**src/logic/chip_bus_pkg.sv**
```systemverilog
// chip bus package
// widths, address map and the cpu word address union
package chip_bus_pkg;

	//------------------------------------------------------------
	// widths
	//------------------------------------------------------------
	localparam int DATA_W   = 16;  // chip ram / register word
	localparam int ADDR_W   = 12;  // cpu word address
	localparam int RAM_AW   = 10;  // 1024 words of chip ram
	localparam int REG_AW   = 3;   // 8 register slots
	localparam int REGION_W = 2;   // top address bits pick the region

	//------------------------------------------------------------
	// address map
	//------------------------------------------------------------
	localparam logic [REGION_W-1:0] REGION_RAM = 2'd0;  // chip ram
	localparam logic [REGION_W-1:0] REGION_REG = 2'd1;  // custom registers
	// regions 2 and 3 unmapped, answer with an error

	typedef logic [DATA_W-1:0] data_t;
	typedef logic [RAM_AW-1:0] ram_addr_t;

	// cpu word address, seen either as a ram index or as a register offset
	typedef union packed {
		struct packed {
			logic [REGION_W-1:0] region;
			ram_addr_t           index;   // word index into chip ram
		} ram;
		struct packed {
			logic [REGION_W-1:0]                 region;
			logic [ADDR_W-REGION_W-REG_AW-1:0]   unused;  // ignored by decode
			logic [REG_AW-1:0]                   offset;  // register slot
		} regs;
	} chip_addr_u;

endpackage

```
**src/logic/mem_port_if.sv**
```systemverilog
// memory port
// request/grant/ack handshake between a ram client and the arbiter
`timescale 1ns/100ps

interface mem_port_if
	import chip_bus_pkg::*;
();
	logic      req;    // held until gnt
	logic      gnt;    // same cycle as winning req
	logic      we;
	ram_addr_t addr;
	data_t     wdata;
	logic      ack;    // one cycle after gnt
	data_t     rdata;  // valid with ack on reads

	modport client (
		output req, we, addr, wdata,
		input  gnt, ack, rdata
	);

	modport arbiter (
		input  req, we, addr, wdata,
		output gnt, ack, rdata
	);

endinterface

```
**src/logic/chip_arbiter.sv**
```systemverilog
// chip ram arbiter
// round robin between the cpu bridge and the dma engine onto the one ram port
`timescale 1ns/100ps

module chip_arbiter
	import chip_bus_pkg::*;
(
	input  logic          clk,
	input  logic          reset,
	mem_port_if.arbiter   cpu,
	mem_port_if.arbiter   dma,
	mem_port_if.client    ram
);

	logic cpu_win;
	logic dma_win;
	logic last_dma_q;  // dma took the last grant
	logic own_cpu_q;   // access now at the ram belongs to cpu
	logic own_dma_q;   // ... or to dma

	//------------------------------------------------------------
	// grant, whoever lost last time wins a tie
	//------------------------------------------------------------
	assign cpu_win = cpu.req && (!dma.req || last_dma_q);
	assign dma_win = dma.req && !cpu_win;

	assign cpu.gnt = cpu_win;
	assign dma.gnt = dma_win;

	// winner goes to the ram the same cycle
	assign ram.req   = cpu_win | dma_win;
	assign ram.we    = dma_win ? dma.we    : cpu.we;
	assign ram.addr  = dma_win ? dma.addr  : cpu.addr;
	assign ram.wdata = dma_win ? dma.wdata : cpu.wdata;

	//------------------------------------------------------------
	// response steering
	//------------------------------------------------------------
	assign cpu.ack   = ram.ack & own_cpu_q;
	assign dma.ack   = ram.ack & own_dma_q;
	assign cpu.rdata = ram.rdata;  // qualified by ack at the client
	assign dma.rdata = ram.rdata;

	always_ff @(posedge clk) begin
		if (reset) begin
			last_dma_q <= 1'b0;
			own_cpu_q  <= 1'b0;
			own_dma_q  <= 1'b0;
		end else begin
			own_cpu_q <= cpu_win;  // one cycle record
			own_dma_q <= dma_win;
			if (ram.req)
				last_dma_q <= dma_win;  // only moves on a real grant
		end
	end

endmodule

```
**src/flat_wrapper.sv**
```systemverilog
// flat-port wrapper written by rule: the top's interface ports become plain ports
module chip_arbiter_flat import chip_bus_pkg::*;
  (clk, reset, cpu_req, cpu_we, cpu_addr, cpu_wdata, cpu_gnt, cpu_ack, cpu_rdata, dma_req, dma_we, dma_addr, dma_wdata, dma_gnt, dma_ack, dma_rdata, ram_req, ram_we, ram_addr, ram_wdata, ram_gnt, ram_ack, ram_rdata);
  mem_port_if cpu_i ();
  mem_port_if dma_i ();
  mem_port_if ram_i ();
  input  logic clk;
  input  logic reset;
  input wire logic [$bits(cpu_i.req)-1:0] cpu_req;
  input wire logic [$bits(cpu_i.we)-1:0] cpu_we;
  input wire logic [$bits(cpu_i.addr)-1:0] cpu_addr;
  input wire logic [$bits(cpu_i.wdata)-1:0] cpu_wdata;
  output wire logic [$bits(cpu_i.gnt)-1:0] cpu_gnt;
  output wire logic [$bits(cpu_i.ack)-1:0] cpu_ack;
  output wire logic [$bits(cpu_i.rdata)-1:0] cpu_rdata;
  input wire logic [$bits(dma_i.req)-1:0] dma_req;
  input wire logic [$bits(dma_i.we)-1:0] dma_we;
  input wire logic [$bits(dma_i.addr)-1:0] dma_addr;
  input wire logic [$bits(dma_i.wdata)-1:0] dma_wdata;
  output wire logic [$bits(dma_i.gnt)-1:0] dma_gnt;
  output wire logic [$bits(dma_i.ack)-1:0] dma_ack;
  output wire logic [$bits(dma_i.rdata)-1:0] dma_rdata;
  output wire logic [$bits(ram_i.req)-1:0] ram_req;
  output wire logic [$bits(ram_i.we)-1:0] ram_we;
  output wire logic [$bits(ram_i.addr)-1:0] ram_addr;
  output wire logic [$bits(ram_i.wdata)-1:0] ram_wdata;
  input wire logic [$bits(ram_i.gnt)-1:0] ram_gnt;
  input wire logic [$bits(ram_i.ack)-1:0] ram_ack;
  input wire logic [$bits(ram_i.rdata)-1:0] ram_rdata;
  assign cpu_i.req = cpu_req;
  assign cpu_i.we = cpu_we;
  assign cpu_i.addr = cpu_addr;
  assign cpu_i.wdata = cpu_wdata;
  assign cpu_gnt = cpu_i.gnt;
  assign cpu_ack = cpu_i.ack;
  assign cpu_rdata = cpu_i.rdata;
  assign dma_i.req = dma_req;
  assign dma_i.we = dma_we;
  assign dma_i.addr = dma_addr;
  assign dma_i.wdata = dma_wdata;
  assign dma_gnt = dma_i.gnt;
  assign dma_ack = dma_i.ack;
  assign dma_rdata = dma_i.rdata;
  assign ram_req = ram_i.req;
  assign ram_we = ram_i.we;
  assign ram_addr = ram_i.addr;
  assign ram_wdata = ram_i.wdata;
  assign ram_i.gnt = ram_gnt;
  assign ram_i.ack = ram_ack;
  assign ram_i.rdata = ram_rdata;
  chip_arbiter u_core (.clk(clk), .reset(reset), .cpu(cpu_i), .dma(dma_i), .ram(ram_i));
endmodule
```
**config.mk**
```make
export PLATFORM = sky130hd
export DESIGN_NAME = chip_arbiter_flat
export DESIGN_NICKNAME = d
export VERILOG_FILES = /design/src/logic/chip_bus_pkg.sv /design/src/logic/mem_port_if.sv /design/src/logic/chip_arbiter.sv /design/src/flat_wrapper.sv
export SDC_FILE = /design/constraint.sdc
export NUM_CORES = 1
export LEC_CHECK = 0
export ABC_AREA = 0
export BUFFER_PORTS_ARGS = -buffer_cell sky130_fd_sc_hd__buf_2
export CAP_MARGIN = 10
export CORE_AREA = 4 4 58 60
export DETAILED_ROUTE_END_ITERATION = 7
export DIE_AREA = 0 0 62 64
export GPL_ROUTABILITY_DRIVEN = 0
export GPL_TIMING_DRIVEN = 0
export PLACE_DENSITY = 0.9
export SKIP_CTS_REPAIR_TIMING = 1
export SYNTH_ARGS = -nofsm -noshare
export SYNTH_HDL_FRONTEND = slang
export SYNTH_SLANG_ARGS = --single-unit
```
**constraint.sdc**
```tcl
create_clock -name clk -period 3.6 [get_ports clk]
set_clock_uncertainty 0.05 [all_clocks]
set_input_delay 0.72 -clock clk [delete_from_list [all_inputs] [get_ports clk]]
set_output_delay 0.72 -clock clk [all_outputs]
set_load 0.005 [all_outputs]
```
==> summary.md <==
| Metric | Value |
|---|---|
| Status | `complete, no violations` |
| GRT overflow | `0` |
| CTS Buf Count | `3` |
| Static leakage | `0.914 nW` |
| Final min period | `2.55 ns` |
| Share of the synthesized area in the top cell type | `35.8%` |
| Max VDD drop | `0.160 mV` |
| CTS tree | `yes` |
| WP data arrival | `1.78 ns` |
| Die ar. | `3970 um2` |
| Buffers and inverters on the worst path | `4` |
| M3 GR Usage | `1.82%` |
| Core ar. | `2930 um2` |
| Register area share after synthesis | `7.54%` |
| Max-slew violation count | `0` |
| Met1 Resource Use GR | `11.3%` |
| Critical path launch point type | `input port` |
| Max cap viols | `0` |
| Endpoints failing hold | `0` |
| Layout cells sized above 1 | `94.1%` |
| Gr usage total | `12.3%` |
| Leading register cell type out of synthesis | `dfxtp_1` |
| Die X | `62 um` |
| Top delay family on crit path | `buffers and inverters` |
| CTS sink cnt | `3` |
| RSZ-0062 raised after global routing | `no` |
| Antenna violations before repair | `0` |
| Synth async-reset ratio | `0%` |
| Routed WL | `2830 um` |
| Starting Density | `27.2%` |
| Post-synth EDFFs | `0` |
| Clock slew at reported path FFs | `0.04 ns` |
| Number of port buffers | `122` |
| Final setup violation count | `0` |
| Row Count | `20` |
| Largest net degree at the start of global routing | `11` |
| Skew-Pair Late Insertion Delay | `0.23 ns` |
| Post-Syn Instances | `76` |
| Initial DRC count | `30` |
| Critical Path End Type | `output port` |
| Worst min-delay path class | `reg -> reg` |
| Tot Pwr | `0.274 mW` |
| Vias in the first global route | `925` |
| Crit share post-route | `70.8%` |
| Max Fclk | `393 MHz` |
| I/O pin cnt | `140` |
| CP dominant cell by count | `buf_2` |
| Critical Path Max Stage Delay | `0.30 ns` |
| DRC | `0` |
| Worst Path Max Fanout | `10` |
| Yosys Warn Count | `0` |
| Layer with the highest usage | `met2` |
| ANT nets after route | `0` |
| FF+latch count, synth | `3` |
| CTS root buf | `clkbuf_4` |
| Max transition margin | `89.3%` |
| Chip height | `64 um` |
| Worst Path Required | `2.83 ns` |
| Cell area after synthesis | `797 um2` |
| Slew @ Worst Pin | `0.160 ns` |
| Ant diodes | `0` |
| First-pass GRT wire length | `3770 um` |
| Vias per inst | `4.09` |
| Yosys cell types | `14` |
| Area leader, netlist | `mux2_4` |
| Vias post-DR | `961` |
| Power Density | `186 nW/um2` |
| Net Count, Synth | `152` |
| Commonest cells post-synth | `buf_4 (32), mux2_4 (19), mux2_2 (8)` |
| Buffer levels on the longest clock path | `2` |
| Crit-path cells | `buf_2 -> a21boi_2 -> buf_6 -> buf_12 -> mux2_4 -> buf_2` |
| Wire per inst | `12.1 um` |
| Reg2reg setup slack | `2.77 ns` |
| Top post-synthesis cells by area | `mux2_4 (36%), buf_4 (30%), mux2_2 (11%)` |
| Fin nets | `279` |
| Fin Setup TNS | `0 ns` |
| Avg Inst Size Synth | `10.5 um2` |
| Drt pass-1 iters | `4` |
| Critical path class | `in -> out` |
| CP max stage cell | `mux2_4` |
| Htree depth | `1` |
| Met2 Use GR | `25.0%` |
| Most frequent cell after synthesis | `buf_4` |
| Area grow syn2layout | `85.1%` |
-- area by class of cell --
type                       instances  area [um2]
fill                             290        1450
timing repair buffer             122         611
multi-input combinational         36         438
buffer                            35         292
sequential                         3        60.1
tap                               33        41.3
clock buffer                       4        26.3
inverter                           2        7.51
-- cell families (layout without fill, tap and decap cells) --
kind of cell | after synthesis | in the layout | share of synthesized area (%)
AO/OA/AOI/OAI | 5 | 5 | 4.55
multiplexers | 27 | 27 | 47.1
flip-flops | 3 | 3 | 7.54
buffers and inverters | 37 | 163 | 37.5
AND/OR/NAND/NOR | 4 | 4 | 3.30
-- where the power goes --
group	switching (mW)	internal, mW
combinational	0.0579	0.120
sequential	0.00128	0.0356
clock	0.0174	0.0415
total	0.0766	0.198
-- through the flow --
step                      instances  setup slack (ns)  hold slack, ns  utilization (%)  cell area (um2)
final                           235              1.05           0.477             50.4             1480
after global routing            235             0.977           0.499             50.4             1480
after CTS                       235              1.04           0.479             50.4             1480
after detailed placement        231              1.04           0.469             49.5             1450
after global placement          231              1.04           0.455             49.5             1450
after floorplan                  76              1.37           0.436                -              797
-- sequential cells by signal, summed over array words and instances (netlist names) --
name,flops
u_core.own_cpu_q,1
u_core.last_dma_q,1
u_core.own_dma_q,1
-- per-layer routing --
layer | vias up | wire length, um
li1 | 476 | -
met1 | 419 | 839
met2 | 66 | 1540
met3 | 0 | 452
met4 | 0 | 0
met5 | - | 0
-- final timing paths --
check,cells past startpoint,to,startpoint
worst max-delay path,6,ram_wdata[11],dma_req
worst min-delay path,2,u_core.own_cpu_q$_SDFF_PP0_,u_core.last_dma_q$_SDFFE_PP0P_
worst max register to register,2,u_core.own_dma_q$_SDFF_PP0_,u_core.last_dma_q$_SDFFE_PP0P_
worst min register to register,2,u_core.own_cpu_q$_SDFF_PP0_,u_core.last_dma_q$_SDFFE_PP0P_
-- cell usage in the layout, fill, tap and decap left out --
master,Yosys,layout
buf_2,0,122
buf_4,32,32
mux2_4,19,19
mux2_2,8,8
clkbuf_4,0,3
dfxtp_1,3,3
buf_12,2,2
inv_1,2,2
a21oi_1,2,2
and2_1,2,2
a21boi_2,1,1
buf_6,1,1
or2_2,1,1
o21a_1,1,1
and2_2,1,1
a211oi_1,1,1
clkbuf_1,0,1
-- tightest hold or removal path, cell delays in order (launching register included) --
cell and delay [ns]:
dfxtp_1 0.33, inv_1 0.08, a211oi_1 0.06
(Power assumes the default switching activity.)
