<file path="src/logic/chip_bus_pkg.sv">
// chip bus package
// widths, address map and the cpu word address union
package chip_bus_pkg;

	//------------------------------------------------------------
	// widths
	//------------------------------------------------------------
	localparam int DATA_W   = 16;  // chip ram / register word
	localparam int ADDR_W   = 12;  // cpu word address
	localparam int RAM_AW   = 10;  // 1024 words of chip ram
	localparam int REG_AW   = 3;   // 8 register slots
	localparam int REGION_W = 2;   // top address bits pick the region

	//------------------------------------------------------------
	// address map
	//------------------------------------------------------------
	localparam logic [REGION_W-1:0] REGION_RAM = 2'd0;  // chip ram
	localparam logic [REGION_W-1:0] REGION_REG = 2'd1;  // custom registers
	// regions 2 and 3 unmapped, answer with an error

	typedef logic [DATA_W-1:0] data_t;
	typedef logic [RAM_AW-1:0] ram_addr_t;

	// cpu word address, seen either as a ram index or as a register offset
	typedef union packed {
		struct packed {
			logic [REGION_W-1:0] region;
			ram_addr_t           index;   // word index into chip ram
		} ram;
		struct packed {
			logic [REGION_W-1:0]                 region;
			logic [ADDR_W-REGION_W-REG_AW-1:0]   unused;  // ignored by decode
			logic [REG_AW-1:0]                   offset;  // register slot
		} regs;
	} chip_addr_u;

endpackage

</file>
<file path="src/logic/mem_port_if.sv">
// memory port
// request/grant/ack handshake between a ram client and the arbiter
`timescale 1ns/100ps

interface mem_port_if
	import chip_bus_pkg::*;
();
	logic      req;    // held until gnt
	logic      gnt;    // same cycle as winning req
	logic      we;
	ram_addr_t addr;
	data_t     wdata;
	logic      ack;    // one cycle after gnt
	data_t     rdata;  // valid with ack on reads

	modport client (
		output req, we, addr, wdata,
		input  gnt, ack, rdata
	);

	modport arbiter (
		input  req, we, addr, wdata,
		output gnt, ack, rdata
	);

endinterface

</file>
<file path="src/logic/reg_bus_if.sv">
// register bus
// single cycle register access from the cpu bridge to the dma block
`timescale 1ns/100ps

interface reg_bus_if
	import chip_bus_pkg::*;
();
	logic              wr;      // write strobe, acted on at the edge
	logic              rd;      // read strobe
	logic [REG_AW-1:0] offset;
	data_t             wdata;
	data_t             rdata;   // combinational return

	modport bridge (
		output wr, rd, offset, wdata,
		input  rdata
	);

	modport dma (
		input  wr, rd, offset, wdata,
		output rdata
	);

endinterface

</file>
<file path="src/logic/cpu_bus_bridge.sv">
// cpu bus bridge
// apb slave, decodes the region and sends each transfer to chip ram,
// to the dma registers or to an error response
`timescale 1ns/100ps

module cpu_bus_bridge
	import chip_bus_pkg::*;
(
	input  logic              clk,
	input  logic              reset,
	input  logic              psel_i,
	input  logic              penable_i,
	input  logic              pwrite_i,
	input  logic [ADDR_W-1:0] paddr_i,
	input  data_t             pwdata_i,
	output data_t             prdata_o,
	output logic              pready_o,
	output logic              pslverr_o,
	mem_port_if.client        mem,
	reg_bus_if.bridge         regs
);

	chip_addr_u addr;
	logic       access;      // apb access phase
	logic       is_ram;
	logic       is_reg;
	logic       is_err;
	logic       issue;       // first access cycle of a ram transfer
	logic       wait_gnt_q;  // req out, not granted yet
	logic       wait_ack_q;  // granted, data due next cycle

	assign addr   = paddr_i;
	assign access = psel_i & penable_i;

	// region decode, done once
	assign is_ram = (addr.ram.region == REGION_RAM);
	assign is_reg = (addr.regs.region == REGION_REG);
	assign is_err = !is_ram && !is_reg;  // regions 2,3

	//------------------------------------------------------------
	// chip ram side
	//------------------------------------------------------------
	assign issue = access && is_ram && !wait_gnt_q && !wait_ack_q;

	assign mem.req   = issue | wait_gnt_q;  // held while not granted
	assign mem.we    = pwrite_i;            // apb keeps these stable
	assign mem.addr  = addr.ram.index;
	assign mem.wdata = pwdata_i;

	always_ff @(posedge clk) begin
		if (reset) begin
			wait_gnt_q <= 1'b0;
			wait_ack_q <= 1'b0;
		end else begin
			if (mem.req && mem.gnt) begin
				wait_gnt_q <= 1'b0;
				wait_ack_q <= 1'b1;
			end else if (issue) begin
				wait_gnt_q <= 1'b1;  // lost arbitration, keep asking
			end
			if (wait_ack_q && mem.ack)
				wait_ack_q <= 1'b0;  // transfer ends this cycle
		end
	end

	//------------------------------------------------------------
	// register side, straight through
	//------------------------------------------------------------
	assign regs.wr     = access && is_reg && pwrite_i;
	assign regs.rd     = access && is_reg && !pwrite_i;
	assign regs.offset = addr.regs.offset;
	assign regs.wdata  = pwdata_i;

	//------------------------------------------------------------
	// apb response
	//------------------------------------------------------------
	// reg and error finish in the first access cycle, ram on ack
	assign pready_o  = access && (is_reg || is_err || (wait_ack_q && mem.ack));
	assign pslverr_o = access && is_err;

	always_comb begin
		prdata_o = '0;  // unmapped reads return zero
		if (access) begin
			if (is_reg)
				prdata_o = regs.rdata;
			else if (is_ram)
				prdata_o = mem.rdata;
		end
	end

endmodule

</file>
<file path="src/flat_wrapper.sv">
// flat-port wrapper written by rule: the top's interface ports become plain ports
module cpu_bus_bridge_flat import chip_bus_pkg::*;
  (clk, reset, psel_i, penable_i, pwrite_i, paddr_i, pwdata_i, prdata_o, pready_o, pslverr_o, mem_req, mem_we, mem_addr, mem_wdata, mem_gnt, mem_ack, mem_rdata, regs_wr, regs_rd, regs_offset, regs_wdata, regs_rdata);
  mem_port_if mem_i ();
  reg_bus_if regs_i ();
  input  logic clk;
  input  logic reset;
  input  logic psel_i;
  input  logic penable_i;
  input  logic pwrite_i;
  input  logic [ADDR_W-1:0] paddr_i;
  input  data_t pwdata_i;
  output data_t prdata_o;
  output logic pready_o;
  output logic pslverr_o;
  output wire logic [$bits(mem_i.req)-1:0] mem_req;
  output wire logic [$bits(mem_i.we)-1:0] mem_we;
  output wire logic [$bits(mem_i.addr)-1:0] mem_addr;
  output wire logic [$bits(mem_i.wdata)-1:0] mem_wdata;
  input wire logic [$bits(mem_i.gnt)-1:0] mem_gnt;
  input wire logic [$bits(mem_i.ack)-1:0] mem_ack;
  input wire logic [$bits(mem_i.rdata)-1:0] mem_rdata;
  output wire logic [$bits(regs_i.wr)-1:0] regs_wr;
  output wire logic [$bits(regs_i.rd)-1:0] regs_rd;
  output wire logic [$bits(regs_i.offset)-1:0] regs_offset;
  output wire logic [$bits(regs_i.wdata)-1:0] regs_wdata;
  input wire logic [$bits(regs_i.rdata)-1:0] regs_rdata;
  assign mem_req = mem_i.req;
  assign mem_we = mem_i.we;
  assign mem_addr = mem_i.addr;
  assign mem_wdata = mem_i.wdata;
  assign mem_i.gnt = mem_gnt;
  assign mem_i.ack = mem_ack;
  assign mem_i.rdata = mem_rdata;
  assign regs_wr = regs_i.wr;
  assign regs_rd = regs_i.rd;
  assign regs_offset = regs_i.offset;
  assign regs_wdata = regs_i.wdata;
  assign regs_i.rdata = regs_rdata;
  cpu_bus_bridge u_core (.clk(clk), .reset(reset), .psel_i(psel_i), .penable_i(penable_i), .pwrite_i(pwrite_i), .paddr_i(paddr_i), .pwdata_i(pwdata_i), .prdata_o(prdata_o), .pready_o(pready_o), .pslverr_o(pslverr_o), .mem(mem_i), .regs(regs_i));
endmodule
</file>
<file path="config.mk">
export PLATFORM = sky130hd
export DESIGN_NAME = cpu_bus_bridge_flat
export DESIGN_NICKNAME = d
export VERILOG_FILES = /design/src/logic/chip_bus_pkg.sv /design/src/logic/mem_port_if.sv /design/src/logic/reg_bus_if.sv /design/src/logic/cpu_bus_bridge.sv /design/src/flat_wrapper.sv
export SDC_FILE = /design/constraint.sdc
export NUM_CORES = 1
export LEC_CHECK = 0
export ABC_AREA = 0
export BUFFER_PORTS_ARGS = -buffer_cell sky130_fd_sc_hd__buf_2
export CAP_MARGIN = 10
export CORE_MARGIN = 4
export CORE_UTILIZATION = 25
export DETAILED_ROUTE_END_ITERATION = 10
export PLACE_DENSITY_LB_ADDON = 0.05
export SYNTH_ARGS = -nofsm -noshare
export SYNTH_HDL_FRONTEND = slang
export SYNTH_SLANG_ARGS = --single-unit
</file>
<file path="constraint.sdc">
create_clock -name clk -period 1.1 [get_ports clk]
set_input_delay 0.165 -clock clk [delete_from_list [all_inputs] [get_ports clk]]
set_output_delay 0.165 -clock clk [all_outputs]
set_load 0.02 [all_outputs]
</file>
==> reports/qor.csv, run 1 <==
metric,value,unit
yosys_warnings,0,
die_w,60.4,um
cp_max_fo,8,
r2r_start,u_core.wait_ack_q,
synth.avg_cell_area,8.07,um2
dieArea,0.00364,mm2
wl_per_cell,13.5,um
timing.fmax,834,MHz
io_buffers,62,
status,"finished, violations left",
max_cap_viol_count,0,
cts_hold_buf,0,
required,940,ps
cts_buffer_depth,2,
drtPass1Iterations,2,
layout_setup_ws,-99.5,ps
grt_pass1_wl,2.50,mm
start_util,26.9,%
clock_latency,220,ps
ys_top_cells_by_area,"buf_4, a22o_1, dfxtp_1, buf_6, nor3b_1",
arrival,1030,ps
h-tree-depth,1,
setup_violations,19,
layout-drive-gt1-share,72.5,%
synth_top_area_cell,buf_4,
synth_nets,152,
startpoint,paddr_i[11],
routed_wl,1.88,mm
regArea,41.3,um2
min_path_type,in2reg,
r2r_slack,250,ps
drtAntennaViolNets,0,
cts_buffers,3,
post-route-period-util,109,%
rsz0062_at_grt,true,
nFillCells,272,
r2r_cells,2,
grt_overflow,0,
end_kind,output port,
violations,setup timing,
antenna_found_initial,0,
hpwlAfterDp,1.49,mm
clk_pin_slew,30,ps
cp-start-kind,primary input,
final_common_cell,buf_2,
multi_input_area,274,um2
ios,134,
synth_seq_cells,2,
min_period,1200,ps
fin_skew,0.0805,ps
layout_common_cells,"buf_2, buf_6, a22o_1",
grt_pass1_vias,575,
leakagePower,0.494,nW
utilization,36.2,%
min_path_cells,3,
r2r-end,u_core.wait_ack_q,
route.detailed.drc,0,
netlist.area_leader.share,51.5,%
cts_tree,built,
drt_iter0_markers,17,
seq_area_frac_synth,5.84,%
core-area,0.00254,mm2
slew_headroom,82.3,%
area_growth,34.5,%
root_buffer,clkbuf_4,
grtUsageTotal,9.25,%
fp-row-count,18,
worst_pin_slew,262,ps
dpl_worst_slack,-135,ps
synth_area,686,um2
crit_end,prdata_o[12],
clock_sinks,2,
hold_violations,0,
die_h,60.4,um
vdd_drop_max,0.304,mV
final_nets,178,
drv_slew,0,
gp_congestion,0.625,
synth.distinct_cells,18,
critPathKind,in2out,
diodes,0,
dr_total_vias,643,
grt_max_degree,19,
power_density,527,mW/mm2
synthCells,85,
detail_route.vias_per_cell,4.63,
[worst min-delay path by stage]
stage | start | to | slack, ps
floorplan | pwrite_i | regs_rd | 380
global placement | paddr_i[6] | mem_addr[6] | 330
detailed placement | paddr_i[6] | mem_addr[6] | 330
CTS | mem_gnt | u_core.wait_gnt_q | 290
global route | mem_gnt | u_core.wait_gnt_q | 320
finish | mem_gnt | u_core.wait_gnt_q | 300
[cell families after synthesis]
group                  Yosys count  share of synthesized area [%]
AOI/OAI and AO/OA               20                           25.2
buffers and inverters           51                           56.9
DFF                              2                           5.84
and+or+nand+nor                 12                           12.0
[cell type report]
| type | count | area share, % |
|---|---|---|
| timing repair buffer | 71 | 58.9 |
| multi-input combinational | 32 | 29.7 |
| sequential | 2 | 4.48 |
| tap | 30 | 4.07 |
| clock buffer | 3 | 2.44 |
| inverter | 1 | 0.407 |
[flip-flops by register name (all words and copies together) (netlist names)]
register           count
u_core.wait_ack_q      1
u_core.wait_gnt_q      1
[routing by layer]
layer / wire length (um) / GRT usage (%)
met5: 0 / 0
met4: 31 / 7.59
met3: 361 / 3.40
met2: 888 / 15.9
met1: 593 / 8.75
[critical path, stage by stage]
cell and delay (ps):
buf_8 100, and4bb_4 360, buf_6 140, a22o_1 150, buf_6 120
[per-stage QoR]
stage          power [mW]  hold slack, ps  setup TNS (ps)  instance area [um2]  instances
2_1_floorplan       0.401             377               0                  688         85
3_3_place_gp        0.272             330           -2030                  699        132
3_5_place_dp        0.272             330           -2130                  699        132
4_1_cts             0.492             293           -1580                  888        138
5_1_grt             0.525             323           -2120                  922        139
6_report            0.486             303           -1260                  922        139
[what timing repair did]
action / CTS / global route
setup buffers: 2 / 1
pin swaps: 6 / 7
gates cloned: 1 / 0
resized for setup: 46 / 6
setup endpoints to repair: 20 / 20
[cells in the mapped netlist]
| library cell | instances |
|---|---|
| a22o_1 | 17 |
| nor4bb_1 | 1 |
| buf_4 | 47 |
| nor3b_1 | 2 |
| nand2_1 | 1 |
| a211o_1 | 1 |
| buf_6 | 3 |
| and4b_1 | 1 |
| nor2b_1 | 1 |
| and3_1 | 1 |
| a211oi_1 | 1 |
| nor3_1 | 1 |
| and2_1 | 1 |
| a21o_1 | 1 |
| nor2_1 | 2 |
| and4bb_1 | 1 |
| inv_1 | 1 |
| dfxtp_1 | 2 |
[power by group]
group	switching (mW)	internal, mW
Sequential	0.00156	0.0746
Clock	0.0428	0.121
Combinational	0.101	0.146
Power figures use the tool's default switching activity.
==> inputs of run 2 (changes only) <==
BUFFER_PORTS_ARGS = not set   (was -buffer_cell sky130_fd_sc_hd__buf_2)
CORE_AREA = 4 4 50 52   (was not set)
CORE_MARGIN = not set   (was 4)
CORE_UTILIZATION = not set   (was 25)
DIE_AREA = 0 0 54 56   (was not set)
DONT_BUFFER_PORTS = 1   (was not set)
==> reports/qor.csv, run 2 (synthesis results as in run 1) <==
metric,value,unit
status,"finished, violations left",
violations,setup timing,
routed_wl,1.53,mm
timing.fmax,908,MHz
clock_latency,220,ps
hpwlAfterDp,1.24,mm
power_density,781,mW/mm2
die_w,54,um
cts_tree,built,
cts_buffers,3,
post_cts_buffers,0,
arrival,940,ps
core-area,0.00211,mm2
layout_setup_ws,-1.06,ps
drv_slew,0,
startpoint,u_core.wait_ack_q,
fin_skew,0.237,ps
critPathBufInv,1,
route.detailed.drc,0,
path_cells,a211oi_2 -> nor2_1 -> buf_4,
cts_hold_buf,0,
whs,192,ps
root_buffer,clkbuf_4,
max_cap_viol_count,0,
ios,134,
reg_top3,"u_core.wait_ack_q (1), u_core.wait_gnt_q (1)",
cts_resized,2,
min_path_cells,2,
gp_congestion,0.727,
io_buffers,0,
total_power,323,uW
min_path_type,in2reg,
place_area,384,um2
slew_headroom,83.8,%
clock_sinks,2,
r2r-end,u_core.wait_ack_q,
leakagePower,0.169,nW
post-route-period-util,100,%
nFillCells,242,
diodes,0,
final_nets,110,
path_depth,3,
r2r_cells,2,
critPathTopFamily,flip-flops,
critPathKind,reg2out,
detail_route.vias_per_cell,5.67,
layout_common_cells,"a22o_1, clkbuf_4, nor2_1, nor3b_1, buf_12",
worst_pin_slew,241,ps
dr_total_vias,391,
dieArea,0.00302,mm2
wl_per_cell,22.1,um
r2r_slack,250,ps
hold_violations,0,
rsz0062_at_grt,true,
drtAntennaViolNets,0,
layout-drive-gt1-share,22.0,%
drt_iter0_markers,6,
dpl_worst_slack,45.8,ps
die_h,56,um
grt_max_degree,20,
grt_overflow,0,
required,940,ps
fp-row-count,17,
h-tree-depth,1,
cp-start-kind,flop,
cts_buffer_depth,2,
finish.instance_area,413,um2
vdd_drop_max,0.240,mV
grt_pass1_wl,1.82,mm
area_growth,-39.8,%
setup_violations,1,
crit_end,pready_o,
grt_pass1_vias,417,
end_kind,output port,
slowest_delay,340,ps
drtPass1Iterations,2,
slowest_stage,dfxtp_2,
min_period,1100,ps
cp_max_fo,6,
clk_pin_slew,30,ps
antenna_found_initial,0,
final_common_cell,a22o_1,
grtUsageTotal,8.12,%
r2r_start,u_core.wait_ack_q,
start_util,32.6,%
-- run 2: final cells by class --
cell class / count / area (um2) / area share, %
inverters: 1 / 3.75 / 0.909
multi-input cells: 32 / 263 / 63.6
clock buffers: 3 / 22.5 / 5.45
well taps: 28 / 35.0 / 8.48
repair buffers: 3 / 47.5 / 11.5
flip-flops and latches: 2 / 41.3 / 10.0
-- run 2: power by group --
group	total (mW)	switching [mW]	leakage (nW)	internal [mW]
clock	0.155	0.0354	0.0138	0.120
combinational	0.0912	0.0551	0.139	0.0361
sequential	0.0763	0.00165	0.0167	0.0747
total	0.323	0.0922	0.169	0.230
-- run 2: worst min-delay path by stage --
stage                           from           endpoint  slack [ps]
after floorplan             pwrite_i            regs_rd         380
after global placement    paddr_i[9]        mem_addr[9]         330
after global routing         mem_gnt  u_core.wait_gnt_q         200
final                        mem_gnt  u_core.wait_gnt_q         190
after detailed placement  paddr_i[9]        mem_addr[9]         330
after CTS                    mem_gnt  u_core.wait_gnt_q         190
-- run 2: worst register-to-register path, delay by kind of cell, from the launching register on --
kind,cells,cell delay (ps)
AO/OA/AOI/OAI,1,290
flip-flops,1,370
AND/OR/NAND/NOR,1,70
-- run 2: through the flow --
step	TNS, ps	utilization, %	std cells
finish	-1.06	19.6	69
global route	-27.8	19.6	69
CTS	-11.9	19.6	69
detailed placement	0	18.2	66
global placement	0	18.2	66
floorplan	0	-	85
-- run 2: per-layer routing --
layer | part of all wire, % | track usage (%) | vias up
met3 | 21 | 3.22 | 22
li1 | - | - | 167
met4 | 6.1 | 11.0 | 0
met5 | 0 | 0 | -
met1 | 25 | 5.25 | 158
met2 | 48 | 13.7 | 44
==> inputs of run 3 (changes only) <==
CORE_AREA = 4 4 49 51   (was 4 4 50 52)
DIE_AREA = 0 0 53 55   (was 0 0 54 56)
SETUP_SLACK_MARGIN = 0.02   (was not set)
==> reports/qor.csv, run 3 (synthesis results as in run 1) <==
metric,value,unit
status,"finished, violations left",
violations,setup timing,
drv_slew,0,
end_kind,output port,
power_density,799,mW/mm2
p_comb_share,27.8,%
post_cts_buffers,0,
required,940,ps
min_path_type,in2reg,
layout-drive-gt1-share,36.6,%
final_nets,110,
drt_iter0_markers,1,
power.switching,102,uW
diodes,0,
fp-row-count,16,
slew_headroom,84.2,%
seqPwrFrac,22.8,%
critPathKind,reg2out,
clk_pin_slew,30,ps
r2r-end,u_core.wait_ack_q,
hold_violations,0,
route.detailed.drc,0,
detail_route.vias_per_cell,5.69,
grt_overflow,0,
root_buffer,clkbuf_4,
reg_top3,"u_core.wait_ack_q (1), u_core.wait_gnt_q (1)",
grtUsageTotal,7.86,%
dieArea,0.00292,mm2
min_path_cells,2,
ios,134,
io_buffers,0,
layout_common_cells,"a22o_1, a22o_2, clkbuf_4",
min_to,u_core.wait_gnt_q,
whs,197,ps
area_growth,-38.9,%
arrival,940,ps
die_w,53,um
final_common_cell,a22o_1,
core-area,0.00194,mm2
drtPass1Iterations,2,
timing.fmax,902,MHz
hp-start,mem_gnt,
grt_pass1_wl,1.59,mm
grt_pass1_vias,372,
cp-start-kind,flop,
layout_setup_ws,-8.73,ps
cp_max_fo,6,
setup_violations,1,
min_period,1110,ps
antenna_found_initial,0,
r2r_start,u_core.wait_ack_q,
start_util,35.3,%
worst_pin_slew,233,ps
rsz0062_at_grt,true,
tns,-8.73,ps
sw_frac_of_total,30.4,%
vdd_drop_max,0.381,mV
dr_total_vias,387,
gp_congestion,0.595,
wl_per_cell,22.1,um
r2r_slack,270,ps
h-tree-depth,1,
grt_max_degree,20,
clock_latency,230,ps
clock_sinks,2,
p_int,233,uW
cts_buffers,3,
drtAntennaViolNets,0,
leakagePower,0.172,nW
routed_wl,1.50,mm
cts_buffer_depth,2,
r2r_cells,2,
power_frac_clock,49.4,%
fin_skew,2.99,ps
cts_tree,built,
max_cap_viol_count,0,
die_h,55,um
post-route-period-util,101,%
-- run 3: cell counts in the layout (fill, tap and decap cells not counted) --
No cell type changed its count.
-- run 3: power by group through the flow --
stage               combinational, mW  clock (mW)  sequential, mW
finish                         0.0930       0.165          0.0762
global route                   0.0988       0.188          0.0763
detailed placement             0.0921           0          0.0770
floorplan                       0.325           0          0.0764
CTS                            0.0932       0.175          0.0762
global placement               0.0917           0          0.0767
-- run 3: worst max path at each step --
stage	start	to	slack, ps
2_1_floorplan	paddr_i[11]	prdata_o[10]	30
3_3_place_gp	paddr_i[11]	prdata_o[4]	40
3_5_place_dp	paddr_i[11]	prdata_o[4]	20
4_1_cts	u_core.wait_ack_q	pready_o	-20
5_1_grt	u_core.wait_ack_q	pready_o	-50
6_report	u_core.wait_ack_q	pready_o	-9
-- run 3: what timing repair did --
| action | 4_1_cts | 5_1_grt |
|---|---|---|
| endpoints found under the setup margin | 3 | 6 |
| gates resized for setup | 3 | 5 |
| hold buffers | 0 | 0 |
-- run 3: critical path: stages (launching register included) --
cell and delay [ps]:
dfxtp_2 340, a211oi_2 170, nor2_1 60, buf_4 150
-- run 3: through the flow --
stage | std cells | util, % | setup WS, ps | total power, mW | cell area [um2]
6_report | 68 | 21.6 | -8.73 | 0.335 | 419
5_1_grt | 68 | 21.6 | -53.8 | 0.363 | 419
4_1_cts | 68 | 21.3 | -21.6 | 0.345 | 413
3_5_place_dp | 65 | 19.7 | 17.3 | 0.169 | 383
3_3_place_gp | 65 | 19.7 | 42.0 | 0.168 | 383
2_1_floorplan | 85 | - | 28.2 | 0.401 | 688
-- run 3: metal layers --
metal	share of wire (%)	GRT usage, %	up-vias
li1	-	-	166
met1	26	5.09	164
met2	50	14.0	49
met3	22	3.49	8
met4	1.6	11.1	0
met5	0	0	-
-- run 3: cell type report --
class | instances | area [um2]
fillers | 226 | 1520
multi-input cells | 32 | 270
repair buffers | 3 | 47.5
flip-flops and latches | 2 | 41.3
well taps | 27 | 33.8
clock buffers | 3 | 22.5
inverters | 1 | 3.75
