File: src/logic/chip_bus_pkg.sv
// chip bus package
// widths, address map and the cpu word address union
package chip_bus_pkg;

	//------------------------------------------------------------
	// widths
	//------------------------------------------------------------
	localparam int DATA_W   = 16;  // chip ram / register word
	localparam int ADDR_W   = 12;  // cpu word address
	localparam int RAM_AW   = 10;  // 1024 words of chip ram
	localparam int REG_AW   = 3;   // 8 register slots
	localparam int REGION_W = 2;   // top address bits pick the region

	//------------------------------------------------------------
	// address map
	//------------------------------------------------------------
	localparam logic [REGION_W-1:0] REGION_RAM = 2'd0;  // chip ram
	localparam logic [REGION_W-1:0] REGION_REG = 2'd1;  // custom registers
	// regions 2 and 3 unmapped, answer with an error

	typedef logic [DATA_W-1:0] data_t;
	typedef logic [RAM_AW-1:0] ram_addr_t;

	// cpu word address, seen either as a ram index or as a register offset
	typedef union packed {
		struct packed {
			logic [REGION_W-1:0] region;
			ram_addr_t           index;   // word index into chip ram
		} ram;
		struct packed {
			logic [REGION_W-1:0]                 region;
			logic [ADDR_W-REGION_W-REG_AW-1:0]   unused;  // ignored by decode
			logic [REG_AW-1:0]                   offset;  // register slot
		} regs;
	} chip_addr_u;

endpackage

File: src/logic/dma_regs_pkg.sv
// dma register package
// register offsets and control/status bit positions of the copy engine
package dma_regs_pkg;

	//------------------------------------------------------------
	// register offsets, 6 and 7 read as zero
	//------------------------------------------------------------
	localparam logic [chip_bus_pkg::REG_AW-1:0] REG_CTRL   = 3'd0;
	localparam logic [chip_bus_pkg::REG_AW-1:0] REG_STATUS = 3'd1;
	localparam logic [chip_bus_pkg::REG_AW-1:0] REG_SRC    = 3'd2;  // source word index
	localparam logic [chip_bus_pkg::REG_AW-1:0] REG_DST    = 3'd3;  // destination word index
	localparam logic [chip_bus_pkg::REG_AW-1:0] REG_LEN    = 3'd4;  // word count
	localparam logic [chip_bus_pkg::REG_AW-1:0] REG_FILL   = 3'd5;  // fill pattern

	//------------------------------------------------------------
	// CTRL bits
	//------------------------------------------------------------
	localparam int CTRL_START = 0;  // write 1 to kick, not stored
	localparam int CTRL_FILL  = 1;  // fill mode instead of copy
	localparam int CTRL_IRQEN = 2;  // done raises irq

	//------------------------------------------------------------
	// STATUS bits
	//------------------------------------------------------------
	localparam int STAT_BUSY = 0;  // read only
	localparam int STAT_DONE = 1;  // write 1 to clear

endpackage

File: src/logic/mem_port_if.sv
// memory port
// request/grant/ack handshake between a ram client and the arbiter
`timescale 1ns/100ps

interface mem_port_if
	import chip_bus_pkg::*;
();
	logic      req;    // held until gnt
	logic      gnt;    // same cycle as winning req
	logic      we;
	ram_addr_t addr;
	data_t     wdata;
	logic      ack;    // one cycle after gnt
	data_t     rdata;  // valid with ack on reads

	modport client (
		output req, we, addr, wdata,
		input  gnt, ack, rdata
	);

	modport arbiter (
		input  req, we, addr, wdata,
		output gnt, ack, rdata
	);

endinterface

File: src/logic/reg_bus_if.sv
// register bus
// single cycle register access from the cpu bridge to the dma block
`timescale 1ns/100ps

interface reg_bus_if
	import chip_bus_pkg::*;
();
	logic              wr;      // write strobe, acted on at the edge
	logic              rd;      // read strobe
	logic [REG_AW-1:0] offset;
	data_t             wdata;
	data_t             rdata;   // combinational return

	modport bridge (
		output wr, rd, offset, wdata,
		input  rdata
	);

	modport dma (
		input  wr, rd, offset, wdata,
		output rdata
	);

endinterface

File: src/logic/copy_dma.sv
// copy dma engine
// register block plus a copy/fill sequencer on the chip ram port,
// raises done and an optional irq at the end of a block
`timescale 1ns/100ps

module copy_dma
	import chip_bus_pkg::*;
	import dma_regs_pkg::*;
(
	input  logic          clk,
	input  logic          reset,
	reg_bus_if.dma        regs,
	mem_port_if.client    mem,
	output logic          irq_o
);

	ram_addr_t src_q;
	ram_addr_t dst_q;
	data_t     len_q;
	data_t     fill_q;
	data_t     cnt_q;        // words done so far
	data_t     buf_q;        // word read, waiting to be written
	logic      fill_mode_q;
	logic      irqen_q;
	logic      busy_q;
	logic      done_q;
	logic      wr_phase_q;   // 0 read, 1 write
	logic      pend_q;       // access granted, ack outstanding
	logic      reg_wr;
	logic      start;
	logic      last_word;
	data_t     ctrl_rd;
	data_t     stat_rd;

	assign reg_wr    = regs.wr && !busy_q;  // setup locked while busy
	assign start     = reg_wr && (regs.offset == REG_CTRL) && regs.wdata[CTRL_START];
	assign last_word = (cnt_q + 1'b1) == len_q;
	assign irq_o     = done_q & irqen_q;

	//------------------------------------------------------------
	// memory port
	//------------------------------------------------------------
	assign mem.req   = busy_q && !pend_q;  // one access at a time
	assign mem.we    = wr_phase_q;
	assign mem.addr  = wr_phase_q ? dst_q + cnt_q[RAM_AW-1:0] : src_q + cnt_q[RAM_AW-1:0];
	assign mem.wdata = fill_mode_q ? fill_q : buf_q;

	always_ff @(posedge clk) begin
		if (mem.ack && !wr_phase_q)
			buf_q <= mem.rdata;  // copy read data
	end

	// register read back
	always_comb begin
		ctrl_rd = '0;
		ctrl_rd[CTRL_FILL]  = fill_mode_q;
		ctrl_rd[CTRL_IRQEN] = irqen_q;
		stat_rd = '0;
		stat_rd[STAT_BUSY] = busy_q;
		stat_rd[STAT_DONE] = done_q;
		regs.rdata = '0;
		if (regs.rd) begin
			case (regs.offset)
				REG_CTRL:   regs.rdata = ctrl_rd;
				REG_STATUS: regs.rdata = stat_rd;
				REG_SRC:    regs.rdata = {{(DATA_W-RAM_AW){1'b0}}, src_q};
				REG_DST:    regs.rdata = {{(DATA_W-RAM_AW){1'b0}}, dst_q};
				REG_LEN:    regs.rdata = len_q;
				REG_FILL:   regs.rdata = fill_q;
				default:    regs.rdata = '0;  // 6, 7
			endcase
		end
	end

	//------------------------------------------------------------
	// registers and sequencer
	//------------------------------------------------------------
	always_ff @(posedge clk) begin
		if (reset) begin
			src_q       <= '0;
			dst_q       <= '0;
			len_q       <= '0;
			fill_q      <= '0;
			cnt_q       <= '0;
			fill_mode_q <= 1'b0;
			irqen_q     <= 1'b0;
			busy_q      <= 1'b0;
			done_q      <= 1'b0;
			wr_phase_q  <= 1'b0;
			pend_q      <= 1'b0;
		end else begin
			if (reg_wr) begin
				case (regs.offset)
					REG_CTRL: begin
						fill_mode_q <= regs.wdata[CTRL_FILL];
						irqen_q     <= regs.wdata[CTRL_IRQEN];
					end
					REG_SRC:  src_q  <= regs.wdata[RAM_AW-1:0];
					REG_DST:  dst_q  <= regs.wdata[RAM_AW-1:0];
					REG_LEN:  len_q  <= regs.wdata;
					REG_FILL: fill_q <= regs.wdata;
					default:  ;
				endcase
			end
			// done clear allowed any time
			if (regs.wr && (regs.offset == REG_STATUS) && regs.wdata[STAT_DONE])
				done_q <= 1'b0;
			if (start) begin
				cnt_q      <= '0;
				done_q     <= (len_q == '0);  // empty block, done next cycle
				busy_q     <= (len_q != '0);
				wr_phase_q <= regs.wdata[CTRL_FILL];  // fill skips the read
			end else if (busy_q) begin
				if (mem.req && mem.gnt)
					pend_q <= 1'b1;
				if (pend_q && mem.ack) begin
					pend_q <= 1'b0;
					if (!wr_phase_q) begin
						wr_phase_q <= 1'b1;  // word in buf_q, write it next
					end else if (last_word) begin
						busy_q     <= 1'b0;  // busy drops with done rising
						done_q     <= 1'b1;
						wr_phase_q <= 1'b0;
					end else begin
						cnt_q      <= cnt_q + 1'b1;
						wr_phase_q <= fill_mode_q;
					end
				end
			end
		end
	end

endmodule

File: src/flat_wrapper.sv
// flat-port wrapper written by rule: the top's interface ports become plain ports
module copy_dma_flat import chip_bus_pkg::*; import dma_regs_pkg::*;
  (clk, reset, irq_o, regs_wr, regs_rd, regs_offset, regs_wdata, regs_rdata, mem_req, mem_we, mem_addr, mem_wdata, mem_gnt, mem_ack, mem_rdata);
  reg_bus_if regs_i ();
  mem_port_if mem_i ();
  input  logic clk;
  input  logic reset;
  output logic irq_o;
  input wire logic [$bits(regs_i.wr)-1:0] regs_wr;
  input wire logic [$bits(regs_i.rd)-1:0] regs_rd;
  input wire logic [$bits(regs_i.offset)-1:0] regs_offset;
  input wire logic [$bits(regs_i.wdata)-1:0] regs_wdata;
  output wire logic [$bits(regs_i.rdata)-1:0] regs_rdata;
  output wire logic [$bits(mem_i.req)-1:0] mem_req;
  output wire logic [$bits(mem_i.we)-1:0] mem_we;
  output wire logic [$bits(mem_i.addr)-1:0] mem_addr;
  output wire logic [$bits(mem_i.wdata)-1:0] mem_wdata;
  input wire logic [$bits(mem_i.gnt)-1:0] mem_gnt;
  input wire logic [$bits(mem_i.ack)-1:0] mem_ack;
  input wire logic [$bits(mem_i.rdata)-1:0] mem_rdata;
  assign regs_i.wr = regs_wr;
  assign regs_i.rd = regs_rd;
  assign regs_i.offset = regs_offset;
  assign regs_i.wdata = regs_wdata;
  assign regs_rdata = regs_i.rdata;
  assign mem_req = mem_i.req;
  assign mem_we = mem_i.we;
  assign mem_addr = mem_i.addr;
  assign mem_wdata = mem_i.wdata;
  assign mem_i.gnt = mem_gnt;
  assign mem_i.ack = mem_ack;
  assign mem_i.rdata = mem_rdata;
  copy_dma u_core (.clk(clk), .reset(reset), .regs(regs_i), .mem(mem_i), .irq_o(irq_o));
endmodule
File: config.mk
export PLATFORM = sky130hd
export DESIGN_NAME = copy_dma_flat
export DESIGN_NICKNAME = d
export VERILOG_FILES = /design/src/logic/chip_bus_pkg.sv /design/src/logic/dma_regs_pkg.sv /design/src/logic/mem_port_if.sv /design/src/logic/reg_bus_if.sv /design/src/logic/copy_dma.sv /design/src/flat_wrapper.sv
export SDC_FILE = /design/constraint.sdc
export NUM_CORES = 1
export LEC_CHECK = 0
export BUFFER_PORTS_ARGS = -buffer_cell sky130_fd_sc_hd__buf_2
export CORE_MARGIN = 10
export CORE_UTILIZATION = 40
export DETAILED_ROUTE_END_ITERATION = 16
export PLACE_DENSITY = 0.62
export SLEW_MARGIN = 10
export SYNTH_ARGS = -nofsm -noshare
export SYNTH_HDL_FRONTEND = slang
export SYNTH_SLANG_ARGS = --single-unit
File: constraint.sdc
create_clock -name clk -period 9.65 [get_ports clk]
set_clock_uncertainty 0.05 [all_clocks]
set_input_delay 0.4825 -clock clk [delete_from_list [all_inputs] [get_ports clk]]
set_output_delay 0.4825 -clock clk [all_outputs]
set_load 0.02 [all_outputs]
==> reports/metrics.yaml, run 1 <==
criticalPathCategory: "flip-flop to output pin"
cap_violations: 0
antenna_found_initial: 0
postCtsHoldBufs: 0
clk_latency_ns: 0.34
drt.antenna.violating_nets: 0
first_global_vias: 4562
regArea_mm2: 0.00196
cts.sink_count: 90
tightest_slew_ns: 1.22
post_layout_nonfiller_instances: 840
ys_seq_elements: 90
clk_path_buf_depth: 2
slew_headroom_pct: 18.0
synth_enable_flop_cells: 16
start_kind: "flip-flop"
path_cells: "mux2i_1 > inv_1 > ha_1 > a21o_1 > a21oi_1 > o21bai_1 > a21oi_1 > o21ai_0 > or4_1 > nand3_1 > buf_2"
ys.flop_type: "dfxtp_1"
fin_crit_sh_pct: 42.4
p_leak_nw: 2.42
rows: 41
multi_input_area_mm2: 0.00307
grt-ovfl-total: 0
status: "completed"
critical_path_buf_inv_count: 2
initial_utilization_pct: 41.4
fillers: 1241
synthDominantCellAreaShare_pct: 28.0
post_cts_buffers: 0
cpPeakStageDelay_ns: 0.77
fp.dieH_um: 135
cp_top_family: "compound AO/OA/AOI/OAI gates"
rsz0062_at_grt: "false"
path_clk_slew_ns: 0.07
synth_warnings: 0
design.final.nets: 715
hold_viol_final: 0
wl_per_cell_um: 19.0
drtIter0Drc: 372
synth_nets: 653
numPortBuffers: 85
ctsResizeCount: 0
cts_tree: "yes"
cp.arrival_ns: 3.55
syn_inst: 601
syn_to_final_growth_pct: 14.2
critPathRequiredTime_ns: 9.12
antenna_cells: 0
synth_cell_type_count: 58
finalPower_mw: 0.812
htree_levels: 3
grt_max_degree: 66
totalWireLength_um: 15900
grtUsageTotal_pct: 17.3
via_per_inst: 5.63
cts_root_buf: "clkbuf_16"
power_per_cell_area_mw_per_mm2: 135
path_max_fanout: 17
cpMostUsedCell: "a21oi_1"
dp_cells: 824
coreArea_mm2: 0.0128
period_minus_slack_ns: 4.09
cts_buffers: 9
end_kind: "output pin"
yosysSeqAreaShare_pct: 37.1
syn_area_per_cell_um2: 8.80
synth_area_mm2: 0.00529
min_path_type: "primary input to flip-flop"
synthArstFlopShare_pct: 0
grt_pass1_wl_um: 25000
place.gp.congestion: 0.893
tns_ns: 0
maxSlewViolCount: 0
io_pins: 86
die_w_um: 135
dp_hpwl_um: 11900
vias: 4729
drc: 0
drive_gt1_share_pct: 21.3
synth_largest_area_cell: "dfxtp_1"
slowest_stage: "dfxtp_1"
peakVddDrop_mv: 0.0884
dieArea_mm2: 0.0182
synthTopCellsByArea: "dfxtp_1, mux2i_1, edfxtp_1"
first_pass_iters: 6
setup-violations-final: 0
fmax_mhz: 245
-- sequential cells by signal (all words and copies together), names as in the netlist, 10 cells and up --
| signal | count |
|---|---|
| u_core.len_q | 16 |
| u_core.buf_q | 16 |
| u_core.fill_q | 16 |
| u_core.src_q | 10 |
| u_core.cnt_q | 16 |
| u_core.dst_q | 10 |
-- layout by cell type, fill, tap and decap left out, types with 2 or more instances in the layout --
cell and n:
nor2b_1 6, o22ai_1 11, o21ai_0 10, nand4_1 8, a2111oi_0 5, buf_2 85
mux2i_1 58, a21o_1 3, o31ai_1 7, a211o_1 2, and3_1 5, nor3_1 8
or2_2 2, nor4_1 14, mux2_2 25, buf_4 5, a21oi_1 52, dfxtp_1 74
nand2b_1 3, nand3_1 11, xnor2_1 16, ha_1 10, or3_1 9, xor2_1 13
and2_1 11, clkbuf_16 9, edfxtp_1 16, o21bai_1 2, nor2_1 40, clkinvlp_4 3
nor3b_1 3, a211oi_1 3, inv_1 13, nand2_1 93, a31oi_1 3, or4_1 7
-- per-stage QoR --
stage | utilization [%] | setup slack (ns) | cell area [um2] | hold WS (ns)
floorplan | - | 6.05 | 5290 | 0.396
global placement | 45.1 | 6.05 | 5760 | 0.409
detailed placement | 45.1 | 5.92 | 5760 | 0.414
CTS | 47.2 | 5.54 | 6030 | 0.245
global route | 47.2 | 5.33 | 6030 | 0.243
finish | 47.2 | 5.56 | 6030 | 0.260
-- cell usage after synthesis, drive strengths merged, types with 2 or more instances --
master   instances
inv             13
clkbuf          25
nand2           93
xor2            13
mux2            25
edfxtp          16
a21oi           52
o21ai           10
or2              2
dfxtp           74
a31oi            3
or4              8
mux2i           58
nor3b            3
and3             6
nor3             8
or3             10
a211oi           3
buf             14
nor4            15
ha              10
o22ai           11
xnor2           16
a21o             4
a2111oi          5
and2            12
a211o            2
o31ai            7
nand2b           3
nor2b            6
nand4            9
nand3           12
nor2            40
o21bai           2
-- worst paths after layout --
path / cells past startpoint / endpoint / slack, ns / start
setup / recovery: 11 / mem_addr[9] / 5.56 / u_core.mem.we$_SDFFE_PP0P_
hold / removal: 1 / u_core.buf_q[0]$_DFFE_PP_ / 0.26 / mem_rdata[0]
setup reg to reg: 8 / u_core.cnt_q[12]$_SDFFE_PP0P_ / 6.00 / u_core.cnt_q[8]$_SDFFE_PP0P_
hold reg to reg: 2 / u_core.fill_q[14]$_SDFFE_PP0P_ / 0.42 / u_core.fill_q[14]$_SDFFE_PP0P_
-- where the power goes --
group	switching [mW]	internal (mW)	total [mW]
clock	0.153	0.181	0.334
sequential	0.00763	0.391	0.399
combinational	0.0487	0.0301	0.0788
total	0.209	0.603	0.812
-- cell type report --
| class | count | share of cell area [%] |
|---|---|---|
| clock inverters | 6 | 0.663 |
| inverters | 13 | 0.809 |
| clock buffers | 10 | 3.96 |
| well taps | 172 | 3.57 |
| repair buffers | 90 | 7.67 |
| multi-input cells | 459 | 50.8 |
| flip-flops and latches | 90 | 32.5 |
-- metal layers --
layer,track usage [%],vias to the layer above,routed length (um)
li1,-,2280,-
met3,4.27,23,1090
met2,27.0,169,7380
met4,5.74,0,312
met1,22.7,2257,7140
met5,0,-,0
-- logic make-up after synthesis --
logic type / Yosys count / synth area share, %
adder cells (fa/ha/maj): 11 / 2.75
AO/OA/AOI/OAI: 106 / 12.3
multiplexers: 84 / 16.7
XOR/XNOR: 29 / 4.80
flip-flops: 90 / 37.1
buffers and inverters: 52 / 4.99
AND/OR/NAND/NOR: 229 / 21.3
(Power assumes the default switching activity.)
==> run 2: changes to the inputs <==
--- a/config.mk
+++ b/config.mk
@@ -5,11 +5,12 @@
 export SDC_FILE = /design/constraint.sdc
 export NUM_CORES = 1
 export LEC_CHECK = 0
+export ABC_AREA = 1
 export BUFFER_PORTS_ARGS = -buffer_cell sky130_fd_sc_hd__buf_2
 export CORE_MARGIN = 10
 export CORE_UTILIZATION = 40
 export DETAILED_ROUTE_END_ITERATION = 16
-export PLACE_DENSITY = 0.62
+export PLACE_DENSITY = 0.64
 export SLEW_MARGIN = 10
 export SYNTH_ARGS = -nofsm -noshare
 export SYNTH_HDL_FRONTEND = slang
==> constraint.sdc (replaced) <==
create_clock -name clk -period 3.6 [get_ports clk]
set_clock_uncertainty 0.05 [all_clocks]
set_input_delay 0.18 -clock clk [delete_from_list [all_inputs] [get_ports clk]]
set_output_delay 0.18 -clock clk [all_outputs]
set_load 0.02 [all_outputs]
==> reports/metrics.yaml, run 2 <==
path_max_fanout: 9
hold-path-endpoint: "u_core.pend_q$_SDFFE_PP0P_"
hold_viol_final: 0
drtIter0Drc: 418
hold_ws_ns: 0.0277
fp.dieH_um: 132
grtUsageTotal_pct: 17.4
synth_area_mm2: 0.00504
setup-violations-final: 0
synth_warnings: 0
via_per_inst: 5.03
rows: 40
dieArea_mm2: 0.0175
fillers: 1204
peakVddDrop_mv: 0.262
cp.arrival_ns: 2.81
postCtsHoldBufs: 16
clk_path_buf_depth: 2
synthDominantCellAreaShare_pct: 29.4
drc: 0
hold_start: "reset"
synth_cell_type_count: 39
cap_violations: 0
synthArstFlopShare_pct: 0
yosysMostFrequentCell: "nand2_1"
synth_top_cells_by_count: "nand2_1, nor2_1, inv_1"
htree_levels: 3
first_pass_iters: 4
clk_latency_ns: 0.35
antenna_found_initial: 0
criticalPathCategory: "flip-flop to output pin"
synth_nets: 796
cts_tree: "yes"
wl_per_cell_um: 15.1
period_minus_slack_ns: 3.04
ctsResizeCount: 0
timing.rr.start: "u_core.cnt_q[0]$_SDFFE_PP0P_"
numPortBuffers: 85
maxSlewViolCount: 0
dp_hpwl_um: 11900
synthTopCellsByArea: "dfxtp_1, nand2_1, edfxtp_1"
die_w_um: 132
synth_largest_area_cell: "dfxtp_1"
syn_inst: 744
initial_utilization_pct: 41.4
drt.antenna.violating_nets: 0
min_path_type: "primary input to flip-flop"
rsz0062_at_grt: "false"
power_per_cell_area_mw_per_mm2: 385
fin_crit_sh_pct: 84.5
design.final.nets: 890
crit_start: "u_core.mem.we$_SDFFE_PP0P_"
antenna_cells: 0
yosysSeqAreaShare_pct: 38.9
totalWireLength_um: 15300
final_cell_mix: "nand2_1, nor2_1, inv_1"
grt_pass1_wl_um: 25000
syn_area_per_cell_um2: 6.77
cts.sink_count: 90
reg2regPathDepth: 16
cts_buffers: 9
fmax_mhz: 329
drive_gt1_share_pct: 15.2
whs_path_depth: 2
finalPower_mw: 2.35
path_clk_slew_ns: 0.07
multi_input_area_mm2: 0.00262
end_kind: "output pin"
cts_root_buf: "clkbuf_16"
start_kind: "flip-flop"
p_leak_nw: 2.75
coreArea_mm2: 0.0122
grt-ovfl-total: 0
place.gp.congestion: 0.905
tns_ns: 0
first_global_vias: 4789
critPathRequiredTime_ns: 3.37
slew_headroom_pct: 48.2
io_pins: 86
layout_commonest_cell: "nand2_1"
tightest_slew_ns: 0.776
status: "completed"
ys_seq_elements: 90
r2r-end: "u_core.cnt_q[12]$_SDFFE_PP0P_"
post_cts_buffers: 0
ys.flop_type: "dfxtp_1"
regArea_mm2: 0.00196
vias: 5085
rrSetupSlack_ns: 0.91
grt_max_degree: 41
synth_enable_flop_cells: 16
syn_to_final_growth_pct: 21.1
## run 2: where the power goes
group	switching [mW]	internal [mW]
clock network	0.419	0.615
logic	0.156	0.0840
registers	0.0181	1.06
## run 2: how the worst max path moves through the flow
stage | end | cells past startpoint
after floorplan | mem_addr[8] | 14
after global placement | mem_addr[9] | 14
after detailed placement | mem_addr[9] | 14
after CTS | mem_addr[9] | 14
after global routing | mem_addr[8] | 14
final | mem_addr[9] | 14
## run 2: logic make-up (layout without fill, tap and decap cells)
kind of cell | Yosys count | count (layout) | synth area share (%)
buf+inv | 117 | 216 | 8.99
xor+xnor | 11 | 11 | 1.91
compound gates | 165 | 165 | 17.8
flops | 90 | 90 | 38.9
fa+ha+maj | 11 | 11 | 2.88
simple gates | 350 | 350 | 29.5
## run 2: through the flow
stage                     area, um2  util (%)  std cells  worst slack, ns
final                          6100      50.2       1011            0.558
after global routing           6100      50.2       1011            0.250
after CTS                      6100      50.2       1011            0.515
after detailed placement       5620      46.2        979            0.886
after global placement         5620      46.2        979            0.934
after floorplan                5040         -        744            0.672
## run 2: cell type report
cell class | instances | area share (%)
clock inverters | 7 | 1.62
inverters | 93 | 5.72
well taps | 168 | 3.45
multi-input cells | 537 | 43.0
clock buffers | 9 | 3.69
flip-flops and latches | 90 | 32.2
repair buffers | 107 | 10.3
## run 2: layer usage
| layer | wire length [um] | share of wire (%) | up-vias | GRT usage [%] |
|---|---|---|---|---|
| li1 | - | - | 2639 | - |
| met1 | 6970 | 46 | 2254 | 22.5 |
| met2 | 6790 | 44 | 165 | 27.0 |
| met3 | 1080 | 7.1 | 27 | 3.96 |
| met4 | 426 | 2.8 | 0 | 7.70 |
| met5 | 0 | 0 | - | 0 |
## run 2: worst max-delay path, stage by stage, from the launching register on
cell	delay [ns]
dfxtp_1	0.33
clkinv_1	0.19
or2_2	0.32
o21ai_0	0.15
inv_1	0.08
ha_1	0.28
nand3_1	0.07
nand2_1	0.10
a31oi_1	0.11
o21ai_0	0.26
nand2_1	0.09
a21oi_1	0.14
nor2_1	0.06
xor2_1	0.12
buf_2	0.18
==> run 3: changes to the inputs <==
--- a/config.mk
+++ b/config.mk
@@ -10,7 +10,7 @@
 export CORE_MARGIN = 10
 export CORE_UTILIZATION = 40
 export DETAILED_ROUTE_END_ITERATION = 16
-export PLACE_DENSITY = 0.64
+export PLACE_DENSITY = 0.62
 export SLEW_MARGIN = 10
 export SYNTH_ARGS = -nofsm -noshare
 export SYNTH_HDL_FRONTEND = slang
==> constraint.sdc (replaced) <==
create_clock -name clk -period 3 [get_ports clk]
set_clock_uncertainty 0.05 [all_clocks]
set_input_delay 0.15 -clock clk [delete_from_list [all_inputs] [get_ports clk]]
set_output_delay 0.15 -clock clk [all_outputs]
set_load 0.02 [all_outputs]
==> reports/metrics.yaml, run 3 (same netlist as run 2, synthesis figures left out) <==
fp.dieH_um: 132
end_kind: "output pin"
grt_pass1_wl_um: 25300
fin_area_mm2: 0.00617
layout_commonest_cell: "nand2_1"
tns_ns: 0
wl_per_cell_um: 15.5
fmax_mhz: 356
crit_start: "u_core.mem.we$_SDFFE_PP0P_"
cts_tree: "yes"
period_minus_slack_ns: 2.81
numPortBuffers: 85
antenna_cells: 0
maxSlewViolCount: 0
cts_buffers: 9
peakVddDrop_mv: 0.350
drt.antenna.violating_nets: 0
finalPower_mw: 2.73
htree_levels: 3
cap_violations: 0
dpl-instance-area_mm2: 0.00568
min_path_type: "primary input to flip-flop"
cp.arrival_ns: 2.61
critPathRequiredTime_ns: 2.80
timing.rr.start: "u_core.cnt_q[0]$_SDFFE_PP0P_"
post_cts_buffers: 0
setup-violations-final: 0
hold_viol_final: 0
via_per_inst: 5.13
criticalPathCategory: "flip-flop to output pin"
power_per_cell_area_mw_per_mm2: 443
p_leak_nw: 2.79
dp_hpwl_um: 12300
rows: 40
drtIter0Drc: 471
io_pins: 86
grtUsageTotal_pct: 17.5
slew_headroom_pct: 47.4
grt-ovfl-total: 0
status: "completed"
fin_crit_sh_pct: 93.7
syn_to_final_growth_pct: 22.5
start_kind: "flip-flop"
clk_path_buf_depth: 2
rsz0062_at_grt: "false"
die_w_um: 132
tightest_slew_ns: 0.788
drc: 0
clk_latency_ns: 0.34
coreArea_mm2: 0.0122
dieArea_mm2: 0.0175
path_max_fanout: 6
first_global_vias: 5036
drive_gt1_share_pct: 16.8
initial_utilization_pct: 41.4
vias: 5233
totalWireLength_um: 15800
final_cell_mix: "nand2_1, nor2_1, inv_1"
design.final.nets: 899
antenna_found_initial: 0
place.gp.congestion: 0.940
first_pass_iters: 5
cts.sink_count: 90
grt_max_degree: 56
fin_util_pct: 50.8
hold_start: "mem_gnt"
path_clk_slew_ns: 0.06
cts_root_buf: "clkbuf_16"
-- run 3: changes by cell type in the layout (fill, tap and decap cells not counted), sizes merged --
cell,delta
buf,+8
bufinv,-1
clkbuf,+1
clkinv,+2
dlygate4sd3,+1
inv,-2
-- run 3: layer usage --
layer | vias to the layer above | track usage (%) | share of wire (%)
met5 | - | 0 | 0
met4 | 0 | 7.46 | 2.8
met3 | 30 | 3.96 | 7.2
met2 | 192 | 28.1 | 46
met1 | 2350 | 22.0 | 44
li1 | 2661 | - | -
-- run 3: report_power, final --
group | internal [mW] | total (mW) | switching, mW
combinational | 0.104 | 0.294 | 0.190
clock | 0.670 | 1.15 | 0.477
sequential | 1.27 | 1.29 | 0.0230
total | 2.04 | 2.73 | 0.690
-- run 3: final cells by class --
class / count / area, um2
clock buffer: 10 / 239
tap: 168 / 210
clock inverter: 6 / 65.1
multi-input combinational: 537 / 2650
timing repair buffer: 116 / 701
inverter: 93 / 349
fill: 1219 / 5990
sequential: 90 / 1960
-- run 3: worst max-delay path: stages, from the launching register on --
cell and delay (ns):
dfxtp_2 0.37, clkinv_1 0.09, or2_2 0.27, o21ai_0 0.15, inv_1 0.08, ha_1 0.29
nand3_1 0.07, nand2_1 0.13, a31oi_2 0.13, o21ai_2 0.16, nand2_1 0.08, a21oi_1 0.13
nor2_1 0.06, xor2_1 0.11, buf_2 0.18
-- run 3: per-stage QoR --
| step | worst slack (ns) | cells | hold slack (ns) |
|---|---|---|---|
| finish | 0.189 | 1020 | 0.0410 |
| global route | 0.0175 | 1020 | 0.0755 |
| CTS | 0.0266 | 1020 | 0.0370 |
| detailed placement | 0.317 | 987 | 0.278 |
| global placement | 0.435 | 987 | 0.276 |
| floorplan | 0.102 | 744 | 0.169 |
-- run 3: what timing repair did --
action,4_1_cts,5_1_grt
hold buffers,17,0
endpoints found under the hold margin,18,0
endpoints found under the setup margin,1,2
cloned,0,0
gates resized for setup,1,10
-- run 3: path summary, 6_finish.rpt --
path	to	slack, ns	depth (start not counted)
hold / removal	u_core.pend_q$_SDFFE_PP0P_	0.04	3
setup reg to reg	u_core.cnt_q[0]$_SDFFE_PP0P_	0.49	14
hold reg to reg	u_core.fill_q[14]$_SDFFE_PP0P_	0.42	2
setup / recovery	mem_addr[9]	0.19	14
